`src/verilog/axicb_chan_pkg.sv`:
```
// AXI4-lite read channel definitions
// Field widths, field types and the AR and R payload structs
package axicb_chan_pkg;

    ///////////////////////////////////////////////////////////////////////
    // Field widths
    ///////////////////////////////////////////////////////////////////////

    localparam int AXI_ADDR_W = 13;
    localparam int AXI_ID_W   = 4;
    localparam int AXI_DATA_W = 32;

    // Response code, only OKAY is ever returned
    localparam logic [1:0] RESP_OKAY = 2'b00;

    typedef logic [AXI_ADDR_W-1:0] addr_t;
    // Top bit holds the index of the issuing master
    typedef logic [AXI_ID_W-1:0]   id_t;
    typedef logic [AXI_DATA_W-1:0] data_t;
    typedef logic [1:0]            resp_t;

    ///////////////////////////////////////////////////////////////////////
    // Channel payloads
    ///////////////////////////////////////////////////////////////////////

    // AR channel, 17 bits
    typedef struct packed {
        id_t   id;
        addr_t addr;
    } ar_req_t;

    // R channel, 38 bits
    typedef struct packed {
        id_t   id;
        data_t data;
        resp_t resp;
    } r_resp_t;

endpackage

```
`src/verilog/axicb_cfg_pkg.sv`:
```
// AXI4-lite read crossbar configuration
// Topology, slave address map and index types
package axicb_cfg_pkg;

    ///////////////////////////////////////////////////////////////////////
    // Topology
    ///////////////////////////////////////////////////////////////////////

    localparam int MST_NB = 2;
    localparam int SLV_NB = 2;

    ///////////////////////////////////////////////////////////////////////
    // Address map, two contiguous ranges over the whole space
    ///////////////////////////////////////////////////////////////////////

    localparam int unsigned SLV0_START_ADDR = 0;
    localparam int unsigned SLV0_END_ADDR   = 4095;
    localparam int unsigned SLV1_START_ADDR = 4096;
    localparam int unsigned SLV1_END_ADDR   = 8191;

    // Index of one master or one slave
    typedef logic [0:0] mst_idx_t;
    typedef logic [0:0] slv_idx_t;

    // One bit per agent, for valid/ready vectors
    typedef logic [MST_NB-1:0] mst_vec_t;
    typedef logic [SLV_NB-1:0] slv_vec_t;

endpackage
```
`src/verilog/axicb_switch_top.sv`:
```
// AXI4-lite read crossbar, two masters by two slaves
// Switch instances plus the transpose of the valid/ready matrices
`timescale 1ns/10ps

module axicb_switch_top (
    input  logic                                            aclk,
    input  logic                                            i_reset,
    // Master ports
    input  axicb_cfg_pkg::mst_vec_t                         i_mst_arvalid,
    output axicb_cfg_pkg::mst_vec_t                         o_mst_arready,
    input  axicb_chan_pkg::ar_req_t [axicb_cfg_pkg::MST_NB-1:0] i_mst_ar,
    output axicb_cfg_pkg::mst_vec_t                         o_mst_rvalid,
    input  axicb_cfg_pkg::mst_vec_t                         i_mst_rready,
    output axicb_chan_pkg::r_resp_t [axicb_cfg_pkg::MST_NB-1:0] o_mst_r,
    // Slave ports
    output axicb_cfg_pkg::slv_vec_t                         o_slv_arvalid,
    input  axicb_cfg_pkg::slv_vec_t                         i_slv_arready,
    output axicb_chan_pkg::ar_req_t [axicb_cfg_pkg::SLV_NB-1:0] o_slv_ar,
    input  axicb_cfg_pkg::slv_vec_t                         i_slv_rvalid,
    output axicb_cfg_pkg::slv_vec_t                         o_slv_rready,
    input  axicb_chan_pkg::r_resp_t [axicb_cfg_pkg::SLV_NB-1:0] i_slv_r
);

    import axicb_cfg_pkg::*;
    import axicb_chan_pkg::*;

    // Per-master rows, one bit per slave
    slv_vec_t [MST_NB-1:0] ss_arvalid;
    slv_vec_t [MST_NB-1:0] ss_arready;
    slv_vec_t [MST_NB-1:0] ss_rvalid;
    slv_vec_t [MST_NB-1:0] ss_rready;
    ar_req_t  [MST_NB-1:0] ss_ar;

    // Per-slave rows, one bit per master
    mst_vec_t [SLV_NB-1:0] ms_arvalid;
    mst_vec_t [SLV_NB-1:0] ms_arready;
    mst_vec_t [SLV_NB-1:0] ms_rvalid;
    mst_vec_t [SLV_NB-1:0] ms_rready;
    r_resp_t  [SLV_NB-1:0] ms_r;

    ///////////////////////////////////////////////////////////////////////
    // One switch per master
    ///////////////////////////////////////////////////////////////////////

    for (genvar m = 0; m < MST_NB; m++) begin : g_slv_switch
        axicb_slv_switch slv_switch (
            .aclk          (aclk),
            .i_reset       (i_reset),
            .i_arvalid     (i_mst_arvalid[m]),
            .o_arready     (o_mst_arready[m]),
            .i_ar          (i_mst_ar[m]),
            .o_rvalid      (o_mst_rvalid[m]),
            .i_rready      (i_mst_rready[m]),
            .o_r           (o_mst_r[m]),
            .o_slv_arvalid (ss_arvalid[m]),
            .i_slv_arready (ss_arready[m]),
            .o_slv_ar      (ss_ar[m]),
            .i_slv_rvalid  (ss_rvalid[m]),
            .o_slv_rready  (ss_rready[m]),
            .i_slv_r       (ms_r)
        );
    end

    ///////////////////////////////////////////////////////////////////////
    // Transpose master-by-slave handshakes
    ///////////////////////////////////////////////////////////////////////

    for (genvar s = 0; s < SLV_NB; s++) begin : g_reorder_slv
        for (genvar m = 0; m < MST_NB; m++) begin : g_reorder_mst
            assign ms_arvalid[s][m] = ss_arvalid[m][s];
            assign ms_rready[s][m]  = ss_rready[m][s];
            assign ss_arready[m][s] = ms_arready[s][m];
            assign ss_rvalid[m][s]  = ms_rvalid[s][m];
        end
    end

    ///////////////////////////////////////////////////////////////////////
    // One switch per slave
    ///////////////////////////////////////////////////////////////////////

    for (genvar s = 0; s < SLV_NB; s++) begin : g_mst_switch
        axicb_mst_switch mst_switch (
            .aclk          (aclk),
            .i_reset       (i_reset),
            .i_arvalid     (ms_arvalid[s]),
            .o_arready     (ms_arready[s]),
            .i_ar          (ss_ar),
            .o_rvalid      (ms_rvalid[s]),
            .i_rready      (ms_rready[s]),
            .o_r           (ms_r[s]),
            .o_slv_arvalid (o_slv_arvalid[s]),
            .i_slv_arready (i_slv_arready[s]),
            .o_slv_ar      (o_slv_ar[s]),
            .i_slv_rvalid  (i_slv_rvalid[s]),
            .o_slv_rready  (o_slv_rready[s]),
            .i_slv_r       (i_slv_r[s])
        );
    end

endmodule

```
`src/verilog/axicb_mst_switch.sv`:
```
// Per-slave switch of the read crossbar
// Round-robin AR arbitration into a request register, R routed back by ID
`timescale 1ns/10ps

module axicb_mst_switch (
    input  logic                                            aclk,
    input  logic                                            i_reset,
    // From the master-side switches
    input  axicb_cfg_pkg::mst_vec_t                         i_arvalid,
    output axicb_cfg_pkg::mst_vec_t                         o_arready,
    input  axicb_chan_pkg::ar_req_t [axicb_cfg_pkg::MST_NB-1:0] i_ar,
    output axicb_cfg_pkg::mst_vec_t                         o_rvalid,
    input  axicb_cfg_pkg::mst_vec_t                         i_rready,
    output axicb_chan_pkg::r_resp_t                         o_r,
    // To the slave
    output logic                                            o_slv_arvalid,
    input  logic                                            i_slv_arready,
    output axicb_chan_pkg::ar_req_t                         o_slv_ar,
    input  logic                                            i_slv_rvalid,
    output logic                                            o_slv_rready,
    input  axicb_chan_pkg::r_resp_t                         i_slv_r
);

    import axicb_cfg_pkg::*;
    import axicb_chan_pkg::*;

    mst_idx_t rr_ptr;
    mst_idx_t cand;
    mst_idx_t grant_idx;
    logic     any_req;
    logic     can_load;
    logic     load;
    ar_req_t  req_q;
    logic     req_vld_q;
    mst_idx_t rsp_mst;

    ///////////////////////////////////////////////////////////////////////
    // Round-robin arbiter
    ///////////////////////////////////////////////////////////////////////

    // Scan from the farthest candidate back to the pointer,
    // so the closest requester wins
    always_comb begin
        any_req   = 1'b0;
        grant_idx = rr_ptr;
        cand      = rr_ptr;
        for (int k = MST_NB - 1; k >= 0; k--) begin
            cand = rr_ptr + mst_idx_t'(k);
            if (i_arvalid[cand]) begin
                any_req   = 1'b1;
                grant_idx = cand;
            end
        end
    end

    // Register empty, or emptying this cycle
    assign can_load = !req_vld_q || i_slv_arready;
    assign load     = any_req && can_load;

    always_comb begin
        o_arready = '0;
        if (load) begin
            o_arready[grant_idx] = 1'b1;
        end
    end

    ///////////////////////////////////////////////////////////////////////
    // Request register toward the slave
    ///////////////////////////////////////////////////////////////////////

    always_ff @(posedge aclk) begin
        if (i_reset) begin
            req_vld_q <= 1'b0;
            rr_ptr    <= '0;
        end else if (load) begin
            req_vld_q <= 1'b1;
            // Winner goes to the back of the line
            rr_ptr    <= mst_idx_t'(grant_idx + 1'b1);
        end else if (i_slv_arready) begin
            req_vld_q <= 1'b0;
        end
    end

    always_ff @(posedge aclk) begin
        if (load) begin
            req_q <= i_ar[grant_idx];
        end
    end

    assign o_slv_arvalid = req_vld_q;
    assign o_slv_ar      = req_q;

    ///////////////////////////////////////////////////////////////////////
    // Response routing
    ///////////////////////////////////////////////////////////////////////

    // Owner of the response sits in the ID's top bit
    assign rsp_mst = mst_idx_t'(i_slv_r.id[AXI_ID_W-1]);

    always_comb begin
        o_rvalid = '0;
        if (i_slv_rvalid) begin
            o_rvalid[rsp_mst] = 1'b1;
        end
    end

    assign o_r          = i_slv_r;
    assign o_slv_rready = i_rready[rsp_mst];

endmodule

```
`src/verilog/axicb_slv_switch.sv`:
```
// Per-master switch of the read crossbar
// Decodes the AR address, tracks the one outstanding read and collects R
`timescale 1ns/10ps

module axicb_slv_switch (
    input  logic                                            aclk,
    input  logic                                            i_reset,
    // From the master
    input  logic                                            i_arvalid,
    output logic                                            o_arready,
    input  axicb_chan_pkg::ar_req_t                         i_ar,
    output logic                                            o_rvalid,
    input  logic                                            i_rready,
    output axicb_chan_pkg::r_resp_t                         o_r,
    // Toward the slave-side switches
    output axicb_cfg_pkg::slv_vec_t                         o_slv_arvalid,
    input  axicb_cfg_pkg::slv_vec_t                         i_slv_arready,
    output axicb_chan_pkg::ar_req_t                         o_slv_ar,
    input  axicb_cfg_pkg::slv_vec_t                         i_slv_rvalid,
    output axicb_cfg_pkg::slv_vec_t                         o_slv_rready,
    input  axicb_chan_pkg::r_resp_t [axicb_cfg_pkg::SLV_NB-1:0] i_slv_r
);

    import axicb_cfg_pkg::*;
    import axicb_chan_pkg::*;

    typedef enum logic {
        IDLE,
        WAIT_R
    } state_t;

    state_t   state;
    slv_idx_t tgt_q;
    slv_vec_t slv_hit;
    slv_idx_t dec_slv;
    logic     ar_hsk;
    logic     r_hsk;

    ///////////////////////////////////////////////////////////////////////
    // Address decode
    ///////////////////////////////////////////////////////////////////////

    always_comb begin
        slv_hit[0] = (i_ar.addr >= SLV0_START_ADDR) && (i_ar.addr <= SLV0_END_ADDR);
        slv_hit[1] = (i_ar.addr >= SLV1_START_ADDR) && (i_ar.addr <= SLV1_END_ADDR);
    end

    // The map is complete, so one range always hits
    assign dec_slv = slv_hit[1] ? slv_idx_t'(1) : slv_idx_t'(0);

    ///////////////////////////////////////////////////////////////////////
    // AR forwarding
    ///////////////////////////////////////////////////////////////////////

    // Request only toward the decoded slave, never while a read is open
    assign o_slv_arvalid = (state == IDLE && i_arvalid) ? slv_hit : '0;
    assign o_slv_ar      = i_ar;
    assign o_arready     = (state == IDLE) && i_slv_arready[dec_slv];

    assign ar_hsk = i_arvalid && o_arready;

    ///////////////////////////////////////////////////////////////////////
    // R collection from the targeted slave
    ///////////////////////////////////////////////////////////////////////

    assign o_rvalid = (state == WAIT_R) && i_slv_rvalid[tgt_q];
    assign o_r      = i_slv_r[tgt_q];

    always_comb begin
        o_slv_rready = '0;
        if (state == WAIT_R) begin
            o_slv_rready[tgt_q] = i_rready;
        end
    end

    assign r_hsk = o_rvalid && i_rready;

    // One outstanding read per master
    always_ff @(posedge aclk) begin
        if (i_reset) begin
            state <= IDLE;
        end else begin
            case (state)
                IDLE: begin
                    if (ar_hsk) begin
                        state <= WAIT_R;
                    end
                end
                WAIT_R: begin
                    if (r_hsk) begin
                        state <= IDLE;
                    end
                end
                default: state <= IDLE;
            endcase
        end
    end

    // Slave that owes the response
    always_ff @(posedge aclk) begin
        if (ar_hsk) begin
            tgt_q <= dec_slv;
        end
    end

endmodule

```
`config.mk`:
```
export PLATFORM = sky130hd
export DESIGN_NAME = axicb_switch_top
export DESIGN_NICKNAME = d
export VERILOG_FILES = /design/src/verilog/axicb_chan_pkg.sv /design/src/verilog/axicb_cfg_pkg.sv /design/src/verilog/axicb_switch_top.sv /design/src/verilog/axicb_mst_switch.sv /design/src/verilog/axicb_slv_switch.sv
export SDC_FILE = /design/constraint.sdc
export NUM_CORES = 1
export LEC_CHECK = 0
export BUFFER_PORTS_ARGS = -buffer_cell sky130_fd_sc_hd__clkbuf_2
export CAP_MARGIN = 30
export CORE_MARGIN = 1
export CORE_UTILIZATION = 37
export CTS_BUF_LIST = sky130_fd_sc_hd__clkbuf_8
export CTS_CLUSTER_DIAMETER = 200
export CTS_CLUSTER_SIZE = 30
export DETAILED_ROUTE_END_ITERATION = 8
export GPL_ROUTABILITY_DRIVEN = 1
export PLACE_DENSITY_LB_ADDON = 0.2
export SLEW_MARGIN = 15
export SYNTH_ARGS = -nofsm -noshare
export SYNTH_HDL_FRONTEND = slang
export SYNTH_SLANG_ARGS = --single-unit
```
`constraint.sdc`:
```
create_clock -name aclk -period 2.05 [get_ports aclk]
set_input_delay 0.205 -clock aclk [delete_from_list [all_inputs] [get_ports aclk]]
set_output_delay 0.205 -clock aclk [all_outputs]
set_load 0.005 [all_outputs]
```
* After elaboration in Yosys (flattened, before gate mapping)
Index checks and enable logic that the tools add are counted.
** Word-level totals
- Output and inout port bits :: 118
- Register bits :: 42
** Cells by class
- Bitwise gates (word level) :: 4
- Mux-type cells :: 68
- Add/sub/neg operators :: 4
- Reduce and logical (&&, ||, !) cells :: 24
- $lt $le $gt $ge :: 22
** Operator list (number)
- 38-bit 2-to-1 mux :: 4
- 17-bit 2-to-1 mux :: 4
- 1-bit 2-to-1 mux :: 44
- 13-bit greater-or-equal comparator (second input constant) :: 2
- 13-bit by 12-bit <= comparator with 1-bit output (second input constant) :: 2
- 1-bit by 2-bit < comparator with 1-bit output (second input constant) :: 12
- 1-bit logical AND :: 18
- 2-bit 2-to-1 mux :: 8
- 1-bit demux with 1-bit select :: 6
- 1-bit greater-or-equal comparator (second input constant) :: 6
- 1-bit adder (second input constant) :: 4
- 2-bit AND :: 2
- 1-bit one-hot mux with 2 select lines :: 2
- 2-bit nonzero test :: 2
- 1-bit logical NOT :: 2
- 1-bit logical OR :: 2
- 1-bit NOT :: 2

* Longest topological paths before layout
Gate-level depths: netlist of the first run.
- Depth in word-level cells :: 18
- Mapped depth :: 6

* Hierarchy
A second synthesis of the first run with hierarchy kept.
** Unflattened totals
- Cells, all modules :: 340
- Area total of the unflattened synthesis :: 4174.0 um2
** By module, submodules not included
- axicb_mst_switch :: times used 2, cells each 91, area an instance 1186.1 um2
- axicb_slv_switch :: times used 2, cells each 79, area an instance 900.9 um2

* Worst setup path after synthesis of the first run
No wires, ideal clock.
- Path type :: register to register
- From :: register g_slv_switch[1].slv_switch.state
- To :: register g_mst_switch[1].mst_switch.req_q (netlist bit g_mst_switch[1].mst_switch.o_slv_ar[0]) (enable)
- Period minus slack after synthesis :: 1.925 ns
- Setup time :: 0.391 ns
- Arrival time :: 1.535 ns
- Setup slack :: 0.125 ns
- Buffers on the path :: 1
- Data required time :: 1.659 ns
- Cell stages (with the launch flop) :: 5
- Path through :: dfxtp_1 and3b_1 clkbuf_1 nor2_1 nor2_1
** On the way
- Cells in the longest elaborated chain, start to end :: 8
- Elaborated cells on any way between the ends :: 10
- Classes of those cells :: 7 x mux; 1 x bitwise; 2 x reduce/logical
** Ends and longest elaborated chain
- start: declaration :: RTL line axicb_slv_switch.sv:32 : state_t state;
- start signal: assignment :: RTL line axicb_slv_switch.sv:81 : state <= IDLE;
- start signal: assignment :: RTL line axicb_slv_switch.sv:86 : state <= WAIT_R;
- start signal: assignment :: RTL line axicb_slv_switch.sv:91 : state <= IDLE;
- 1-bit NOT (*) :: RTL line axicb_slv_switch.sv:56 : assign o_slv_arvalid = (state == IDLE && i_arvalid) ? slv_hit : '0;
- 1-bit logical AND (*) :: RTL line axicb_slv_switch.sv:56
- 2-bit 2-to-1 mux (*) :: RTL line axicb_slv_switch.sv:56
- 1-bit 2-to-1 mux (not written as such) (2 in a row) :: RTL line axicb_mst_switch.sv:49 : if (i_arvalid[cand]) begin
- 1-bit 2-to-1 mux :: RTL line axicb_mst_switch.sv:49
- 1-bit 2-to-1 mux (*) :: RTL line axicb_mst_switch.sv:49
- 1-bit logical AND (*) :: RTL line axicb_mst_switch.sv:58 : assign load = any_req && can_load;
- net g_mst_switch[1].mst_switch.load :: RTL line axicb_mst_switch.sv:32 : logic load;
- end signal: assignment :: RTL line axicb_mst_switch.sv:86 : req_q <= i_ar[grant_idx];
- end: declaration :: RTL line axicb_mst_switch.sv:33 : ar_req_t req_q;
The timed path passes the listed nets; every way through them passes the cells marked *. The select of a mux whose other input is x is not followed.
A chain may end at the register's enable or synchronous reset.

* Worst setup path in the final report of the first run
- From :: register g_slv_switch[0].slv_switch.state
- To :: register g_mst_switch[0].mst_switch.req_q (netlist bit g_mst_switch[0].mst_switch.o_slv_ar[7]) (data pin)
** On the way
- Cells in the longest elaborated chain, start to end :: 9
- Elaborated cells on any way between the ends :: 11
- Classes of those cells :: 9 x mux; 1 x bitwise; 1 x reduce/logical
** Ends and longest elaborated chain (RTL line)
- start: declaration :: axicb_slv_switch.sv:32
- start signal: assignment :: axicb_slv_switch.sv:81
- start signal: assignment :: axicb_slv_switch.sv:86
- start signal: assignment :: axicb_slv_switch.sv:91
- 1-bit NOT (*) :: axicb_slv_switch.sv:56
- 1-bit logical AND (*) :: axicb_slv_switch.sv:56
- 2-bit 2-to-1 mux (*) :: axicb_slv_switch.sv:56
- 1-bit 2-to-1 mux (not written as such) (2 in a row) :: axicb_mst_switch.sv:49
- 1-bit 2-to-1 mux :: axicb_mst_switch.sv:49
- 1-bit 2-to-1 mux (*) :: axicb_mst_switch.sv:49
- 17-bit 2-to-1 mux (not written as such) (*) (2 in a row) :: axicb_mst_switch.sv:86
- end signal: assignment :: axicb_mst_switch.sv:86
- end: declaration :: axicb_mst_switch.sv:33
Mark *: on every way between the ends. The rest lies on a longest branch, timed or not. The select of a mux whose other input is x is not followed.

==> metrics.md, run 1 <==
| Metric | Value |
|---|---|
| Post-DR wirelength/cell | 15.6 um |
| Core area | 7810 um2 |
| Reg2reg path depth | 3 |
| Syn Area/Cell | 13.0 um2 |
| Max H-tree Level | 2 |
| Die extent in y | 92.4 um |
| I/O Pins | 238 |
| RR Startpoint | g_slv_switch[0].slv_switch.state |
| Seq/Total Area, Yosys | 39.7% |
| Top-area cell type share of the netlist area | 35.7% |
| Main synth FF type | edfxtp_1 |
| Top post-synthesis cells by area | edfxtp_1, mux2_2, mux2_4 |
| Final WL | 8750 um |
| Relative slew slack | 75.9% |
| Worst Clk Skew | 2.80 ps |
| Status | completed |
| Via-to-Cell Ratio | 4.92 |
| First-pass GRT wire length | 12700 um |
| Via count | 2764 |
| Antenna violations before repair | 0 |
| Syn Std Cell Area | 3030 um2 |
| Pre-CTS WS | 195 ps |
| Worst-case hold path end point | g_slv_switch[1].slv_switch.tgt_q |
| Fmax | 541 MHz |
| Initial core utilization | 38.8% |
| Switch share | 26.9% |
| Input/output buffers | 237 |
| Skew-Pair Late Insertion Delay | 290 ps |
| First-pass DRT Iterations | 4 |
| Net Count, Synth | 352 |
| Final Hold Fails | 0 |
| GR Overflow Total | 0 |
| Worst Setup End Kind | flop |
| Placement row count | 32 |
| Hold_sp | i_mst_ar[29] |
| Residual DRC count | 0 |
| DPL Wire Length | 7210 um |
| GPL Wtd Cong | 0.799 |
| Synth Register Bits | 42 |
| Max clock buf depth | 2 |
| Die X | 92.4 um |
| Fin. max-slew vios | 0 |
| Hold_buf cts | 0 |
| # Post-CTS Setup Buffers | 0 |
| HP Class | primary input to flop |
| Clock-pin slew on the worst setup and hold paths | 80 ps |
| Final antenna-violating net count | 0 |
| Number of synthesized flops with an enable pin | 36 |
| Most frequent cell after synthesis | mux2_2 |
| Crit path time final | 1850 ps |
| Crit start category | flop |
| DR iter-0 viols | 76 |
| Critical Path RT | 2100 ps |
| Setup-failing EPs final | 0 |
| RR Endpoint | g_mst_switch[0].mst_switch.o_slv_ar[7] |
| Critical Path AT | 1890 ps |
| Power Internal | 0.00193 W |
| Worst setup margin | 202 ps |
| Synth cell types | 41 |
| Crit Path Class | flop to flop |
| Worst Tran Pin Value | 352 ps |
| Most frequent cells after synthesis | mux2_2, edfxtp_1, mux2_4 |
| Seq pwr share | 41.0% |
| Root Buffer | clkbuf_8 |
| Layout Nets | 580 |
| CTS buffer count | 5 |
| Placed instance area | 4280 um2 |
| ANT cells | 0 |
| # resized after CTS | 0 |
| Clock Sinks | 42 |
| CTS tree | yes |
| Area Overhead vs Synth | 45.1% |
| Tot GR Track Use | 19.2% |
| Pwr dens | 601 nW/um2 |
| Largest fanout on the critical path | 16 |
| Final period utilization | 90.2% |
| Fillers | 731 |
| Share of cells above drive strength 1 | 79.6% |
| Gate power share | 35.5% |
| Die ar. | 8540 um2 |
| Max-Cap Viols | 0 |
| Total Neg Setup Slack | 0 ps |
| YS warnings | 0 |
| Switching pwr | 0.000709 W |
| Post-synthesis cell count | 232 |
| Largest net degree at the start of global routing | 45 |
| Reg2reg setup slack | 200 ps |
| Synth area leader | edfxtp_1 |
| Fin area | 4390 um2 |
| Final Power | 0.00264 W |
| Clk pwr share | 23.5% |
| Lkg Pwr | 2.11 nW |
| RSZ-0062 raised after global routing | false |
| Max VDD drop | 0.260 mV |
| Ys async rst share | 0% |
| Via count of the first global-routing pass | 2548 |
| Hold Path Cell Cnt | 1 |
## worst max path at each step
| stage | depth (start not counted) | start | to | slack (ps) |
|---|---|---|---|---|
| floorplan | 4 | g_slv_switch[1].slv_switch.state | g_mst_switch[1].mst_switch.o_slv_ar[0] | 120 |
| CTS | 4 | g_slv_switch[0].slv_switch.state | o_mst_arready[0] | 60 |
| finish | 3 | g_slv_switch[0].slv_switch.state | g_mst_switch[0].mst_switch.o_slv_ar[7] | 200 |
| detailed placement | 4 | i_mst_ar[12] | g_mst_switch[0].mst_switch.o_slv_ar[4] | 200 |
| global placement | 4 | i_mst_ar[12] | g_mst_switch[0].mst_switch.o_slv_ar[4] | 220 |
| global route | 4 | g_slv_switch[0].slv_switch.state | o_mst_arready[0] | 140 |
## critical path: stages, from the launching register on
cell and delay (ps):
dfxtp_1 370, or3b_4 420, maj3_4 480, mux2_4 340
## cell type report
cell class | count | area, um2 | area share [%]
flip-flops and latches | 42 | 1200 | 27.4
clock inverters | 2 | 33.8 | 0.769
repair buffers | 244 | 1280 | 29.1
inverters | 4 | 15.0 | 0.342
multi-input cells | 163 | 1670 | 38.0
well taps | 102 | 128 | 2.91
clock buffers | 5 | 68.8 | 1.57
## registers in the layout, summed over array words and instances (netlist names)
signal	cells
g_slv_switch.slv_switch.tgt_q	2
g_slv_switch.slv_switch.state	2
g_mst_switch.mst_switch.rr_ptr	2
g_mst_switch.mst_switch.o_slv_arvalid	2
g_mst_switch.mst_switch.o_slv_ar	34
## placed cells by master (no fill, tap or decap), types with 4 or more instances in the layout
cell type | Yosys | final
clkbuf_2 | 0 | 237
buf_4 | 8 | 4
nand2_1 | 9 | 9
inv_1 | 4 | 4
a21oi_1 | 4 | 4
mux2_2 | 88 | 88
clkbuf_8 | 0 | 5
dfxtp_1 | 6 | 6
edfxtp_1 | 36 | 36
mux2_4 | 20 | 20
nor2_1 | 5 | 5
## logic make-up (layout without fill, tap and decap cells)
logic type	count (synthesis)	count (layout)	share of synthesized area [%]
flip-flops	42	42	39.7
AND/OR/NAND/NOR	33	33	6.58
adder cells (fa/ha/maj)	2	2	0.827
AO/OA/AOI/OAI	20	20	4.88
multiplexers	108	108	42.7
buffers and inverters	27	255	5.33
## power by group through the flow
stage	sequential (W)	clock (W)	combinational (W)
6_report	0.00108	0.000620	0.000936
5_1_grt	0.00109	0.000667	0.00101
4_1_cts	0.00108	0.000635	0.000946
3_5_place_dp	0.00110	0	0.000942
3_3_place_gp	0.00110	0	0.000927
2_1_floorplan	0.00110	0	0.000509
## metal layers
layer | up-vias | track usage [%] | share of wire, %
li1 | 1335 | - | -
met1 | 1303 | 22.6 | 41
met2 | 119 | 34.5 | 51
met3 | 7 | 4.52 | 6.6
met4 | 0 | 5.73 | 1.1
met5 | - | 0 | 0
## stage by stage
| step | utilization [%] | hold WS [ps] | instances |
|---|---|---|---|
| 4_1_cts | 56.2 | 176 | 562 |
| 5_1_grt | 56.2 | 192 | 562 |
| 3_3_place_gp | 54.9 | 481 | 555 |
| 6_report | 56.2 | 191 | 562 |
| 3_5_place_dp | 54.9 | 482 | 555 |
| 2_1_floorplan | - | 274 | 232 |
Power figures use the tool's default switching activity.
==> run 2, diff against run 1 <==
Settings changed: CORE_ASPECT_RATIO set to 1.75, CORE_UTILIZATION 37 to 42, SYNTH_HIERARCHICAL set to 1.
==> run 2 against run 1 <==
Net effect: design area grew 9.6%; worst hold slack lost 4.5 ps; largest power group unchanged; largest cell class unchanged; global-route usage shrank 2.3 points; critical path type is now flop to primary output; combinational power shrank 11%; clock power shrank 17%; flip-flop and latch count is the same; fmax shrank 1.9%; synthesized cell count grew 47%.
==> metrics.md, run 2 <==
| Metric | Value |
|---|---|
| Total Neg Setup Slack | 0 ps (unchanged) |
| Max H-tree Level | 2 (unchanged) |
| Root Buffer | clkbuf_8 |
| Crit path time final | 1880 ps (+36.3 ps) |
| Number of synthesized flops with an enable pin | 36 (unchanged) |
| Reg2reg path depth | 4 (+1) |
| Final period utilization | 91.9% (+1.8 points) |
| Setup-failing EPs final | 0 (unchanged) |
| Antenna violations before repair | 0 (unchanged) |
| GR Overflow Total | 0 (unchanged) |
| Initial core utilization | 43.5% (+4.8 points) |
| Clock-pin slew on the worst setup and hold paths | 80 ps (about the same) |
| Post-synthesis cell count | 340 (+47%) |
| Syn Area/Cell | 12.3 um2 (-5.9%) |
| Pre-CTS WS | 281 ps (+86.2 ps) |
| Top post-synthesis cells by area | mux2_4, edfxtp_1, buf_4 |
| RSZ-0062 raised after global routing | false |
| ANT cells | 0 (unchanged) |
| Area Overhead vs Synth | 15.3% |
| Syn Std Cell Area | 4170 um2 (+38%) |
| RR Endpoint | g_mst_switch[0].mst_switch/o_slv_ar[16] |
| Via-to-Cell Ratio | 4.65 (-5.5%) |
| Final Power | 0.00240 W (-8.9%) |
| Via count | 2804 (+1.4%) |
| Final Hold Fails | 0 (unchanged) |
| Via count of the first global-routing pass | 2897 (+14%) |
| Synth area leader | mux2_4 |
| Max reg flops | 34 (unchanged) |
| Die ar. | 10400 um2 (+21%) |
| Max VDD drop | 0.709 mV (+170%) |
| Die extent in y | 134 um (+45%) |
| Worst Clk Skew | 9.99 ps (+7.19 ps) |
| Pwr dens | 499 nW/um2 (-17%) |
| Commonest non-fill, non-tap cells in the layout | clkbuf_2, mux2_4, edfxtp_1 |
| DPL Wire Length | 7600 um (+5.4%) |
| Largest fanout on the critical path | 6 (-10) |
| Worst Tran Pin Value | 324 ps (-28.3 ps) |
| Lkg Pwr | 2.56 nW (+21%) |
| Mux cell area share after synthesis | 39.8% (-2.9 points) |
| Crit start category | flop |
| Synth Area in Simple Gates | 3.90% (-2.7 points) |
| Hold_sp | i_mst_ar[12] |
| Final antenna-violating net count | 0 (unchanged) |
| Max-Cap Viols | 0 (unchanged) |
| Layout Nets | 600 (+3.4%) |
| Share of cells above drive strength 1 | 79.2% (-0.36 points) |
| CTS tree | yes |
| Net Count, Synth | 460 (+31%) |
| YS warnings | 6 (+6) |
| Commonest non-fill, non-tap cell in the layout | clkbuf_2 |
| Fmax | 531 MHz (-1.9%) |
| Worst-case hold path end point | g_slv_switch[0].slv_switch/tgt_q |
| Tot GR Track Use | 16.9% (-2.3 points) |
| Post-DR wirelength/cell | 15.0 um (-3.9%) |
| Worst Setup End Kind | primary output |
| Synth Register Bits | 42 (unchanged) |
| Most frequent cell after synthesis | buf_4 |
| Hold_buf cts | 0 (unchanged) |
| Synth cell types | 25 (-39%) |
| I/O Pins | 238 (unchanged) |
| Post-Synth Adder-Cell Area | 0.659% (-0.17 points) |
| Largest net degree at the start of global routing | 32 (-29%) |
| Critical Path RT | 1850 ps (-250 ps) |
| First-pass GRT wire length | 13800 um (+8.8%) |
| Util after Layout | 50.2% (-6.0 points) |
| Residual DRC count | 0 (unchanged) |
| Compound-Gate Fraction of Synth Area | 2.34% (-2.5 points) |
| Die X | 77.4 um (-16%) |
| HP Class | primary input to flop |
| Crit Path Class | flop to primary output |
| First-pass DRT Iterations | 4 (unchanged) |
| DR iter-0 viols | 68 (-11%) |
| Main synth FF type | edfxtp_1 |
| CTS buffer count | 5 (unchanged) |
| Top-area cell type share of the netlist area | 34.5% (-1.2 points) |
| Max clock buf depth | 2 (unchanged) |
| Relative slew slack | 78.4% (+2.5 points) |
| Core area | 9590 um2 (+23%) |
| Placement row count | 47 (+47%) |
| Ys async rst share | 0% (unchanged) |
| Final WL | 9020 um (+3.1%) |
| Worst setup margin | 165 ps (-36.3 ps) |
| Reg2reg setup slack | 290 ps (+90 ps) |
| Clock Sinks | 42 (unchanged) |
| Fin. max-slew vios | 0 (unchanged) |
| GPL Wtd Cong | 0.783 (-2.0%) |
| Multi-input gate area | 1950 um2 (+17%) |
| Worst setup path start | g_slv_switch[1].slv_switch/state |
| Fillers | 897 (+23%) |
| Hold Path Cell Cnt | 1 (unchanged) |
| Most frequent cells after synthesis | buf_4, mux2_4, edfxtp_1 |
| Critical Path AT | 1680 ps (-210 ps) |
| Storage cell area | 1200 um2 (unchanged) |
| Skew-Pair Late Insertion Delay | 290 ps (about the same) |
| Seq/Total Area, Yosys | 28.8% (-11 points) |
| Post-synthesis xor/xnor area fraction | 0% (unchanged) |
| Largest family of logic cells by synthesized area | multiplexers |
| Input/output buffers | 237 (unchanged) |
| Status | completed |
| RR Startpoint | g_slv_switch[1].slv_switch/state |
[run 2: cell count changes in the layout (fill, tap and decap cells not counted), moves of 3 or more]
cell / delta
nor2_1: +5
nand2_1: -3
inv_1: +6
mux2i_1: +4
a21oi_1: +4
buf_4: +12
mux2_2: -72
mux2_4: +76
[run 2: worst max path at each step]
stage | slack (ps) | end | cells past startpoint
floorplan | 220 | g_mst_switch[0].mst_switch/o_slv_ar[10] | 6
global placement | 320 | g_mst_switch[0].mst_switch/o_slv_ar[12] | 4
detailed placement | 280 | g_mst_switch[0].mst_switch/o_slv_ar[14] | 4
CTS | 30 | o_mst_r[4] | 3
global route | 6 | o_mst_arready[1] | 8
finish | 170 | o_mst_arready[1] | 8
[run 2: cells by family after synthesis]
kind of cell / Yosys count
DFF: 42
muxes: 116
AOI/OAI and AO/OA: 16
and+or+nand+nor: 30
buffers and inverters: 134
adders and majority gates: 2
[run 2: report_power, final]
part,switching [W],total [W],internal (W)
combinational,0.000335,0.000830,0.000494
clock,0.000285,0.000517,0.000231
sequential,0.0000263,0.00105,0.00103
[run 2: final cells by class]
cell class / instances / share of cell area (%)
flip-flops and latches: 42 / 25.0
inverters: 10 / 0.780
multi-input cells: 164 / 40.5
clock inverters: 3 / 0.312
clock buffers: 5 / 1.43
repair buffers: 257 / 28.8
well taps: 122 / 3.17
[run 2: stage by stage]
stage | cells | cell area, um2 | hold slack (ps)
after floorplan | 340 | 4170 | 274
after global placement | 591 | 4700 | 481
after detailed placement | 591 | 4700 | 476
after CTS | 599 | 4780 | 179
after global routing | 603 | 4810 | 194
final | 603 | 4810 | 187
[run 2: layer usage]
layer  wire length, um  up-vias  global-route usage [%]  share of wire (%)
met5                 0        -                       0                  0
met1              2960     1292                    15.2                 33
met4               151        0                    5.56                1.7
met2              5080      154                    34.6                 56
li1                  -     1349                       -                  -
met3               824        9                    4.76                9.1
[run 2: critical path: stages (launching register included)]
cell and delay, ps:
dfxtp_1 350, nand2b_4 160, nor2_1 180, buf_4 170
nand2_1 40, a21oi_1 130, mux2i_1 100, nor2_1 110
clkbuf_2 120
[run 2: timing repair]
item,CTS,global route
buffers inserted,0,4
setup endpoints to repair,0,20
resized for setup,0,0
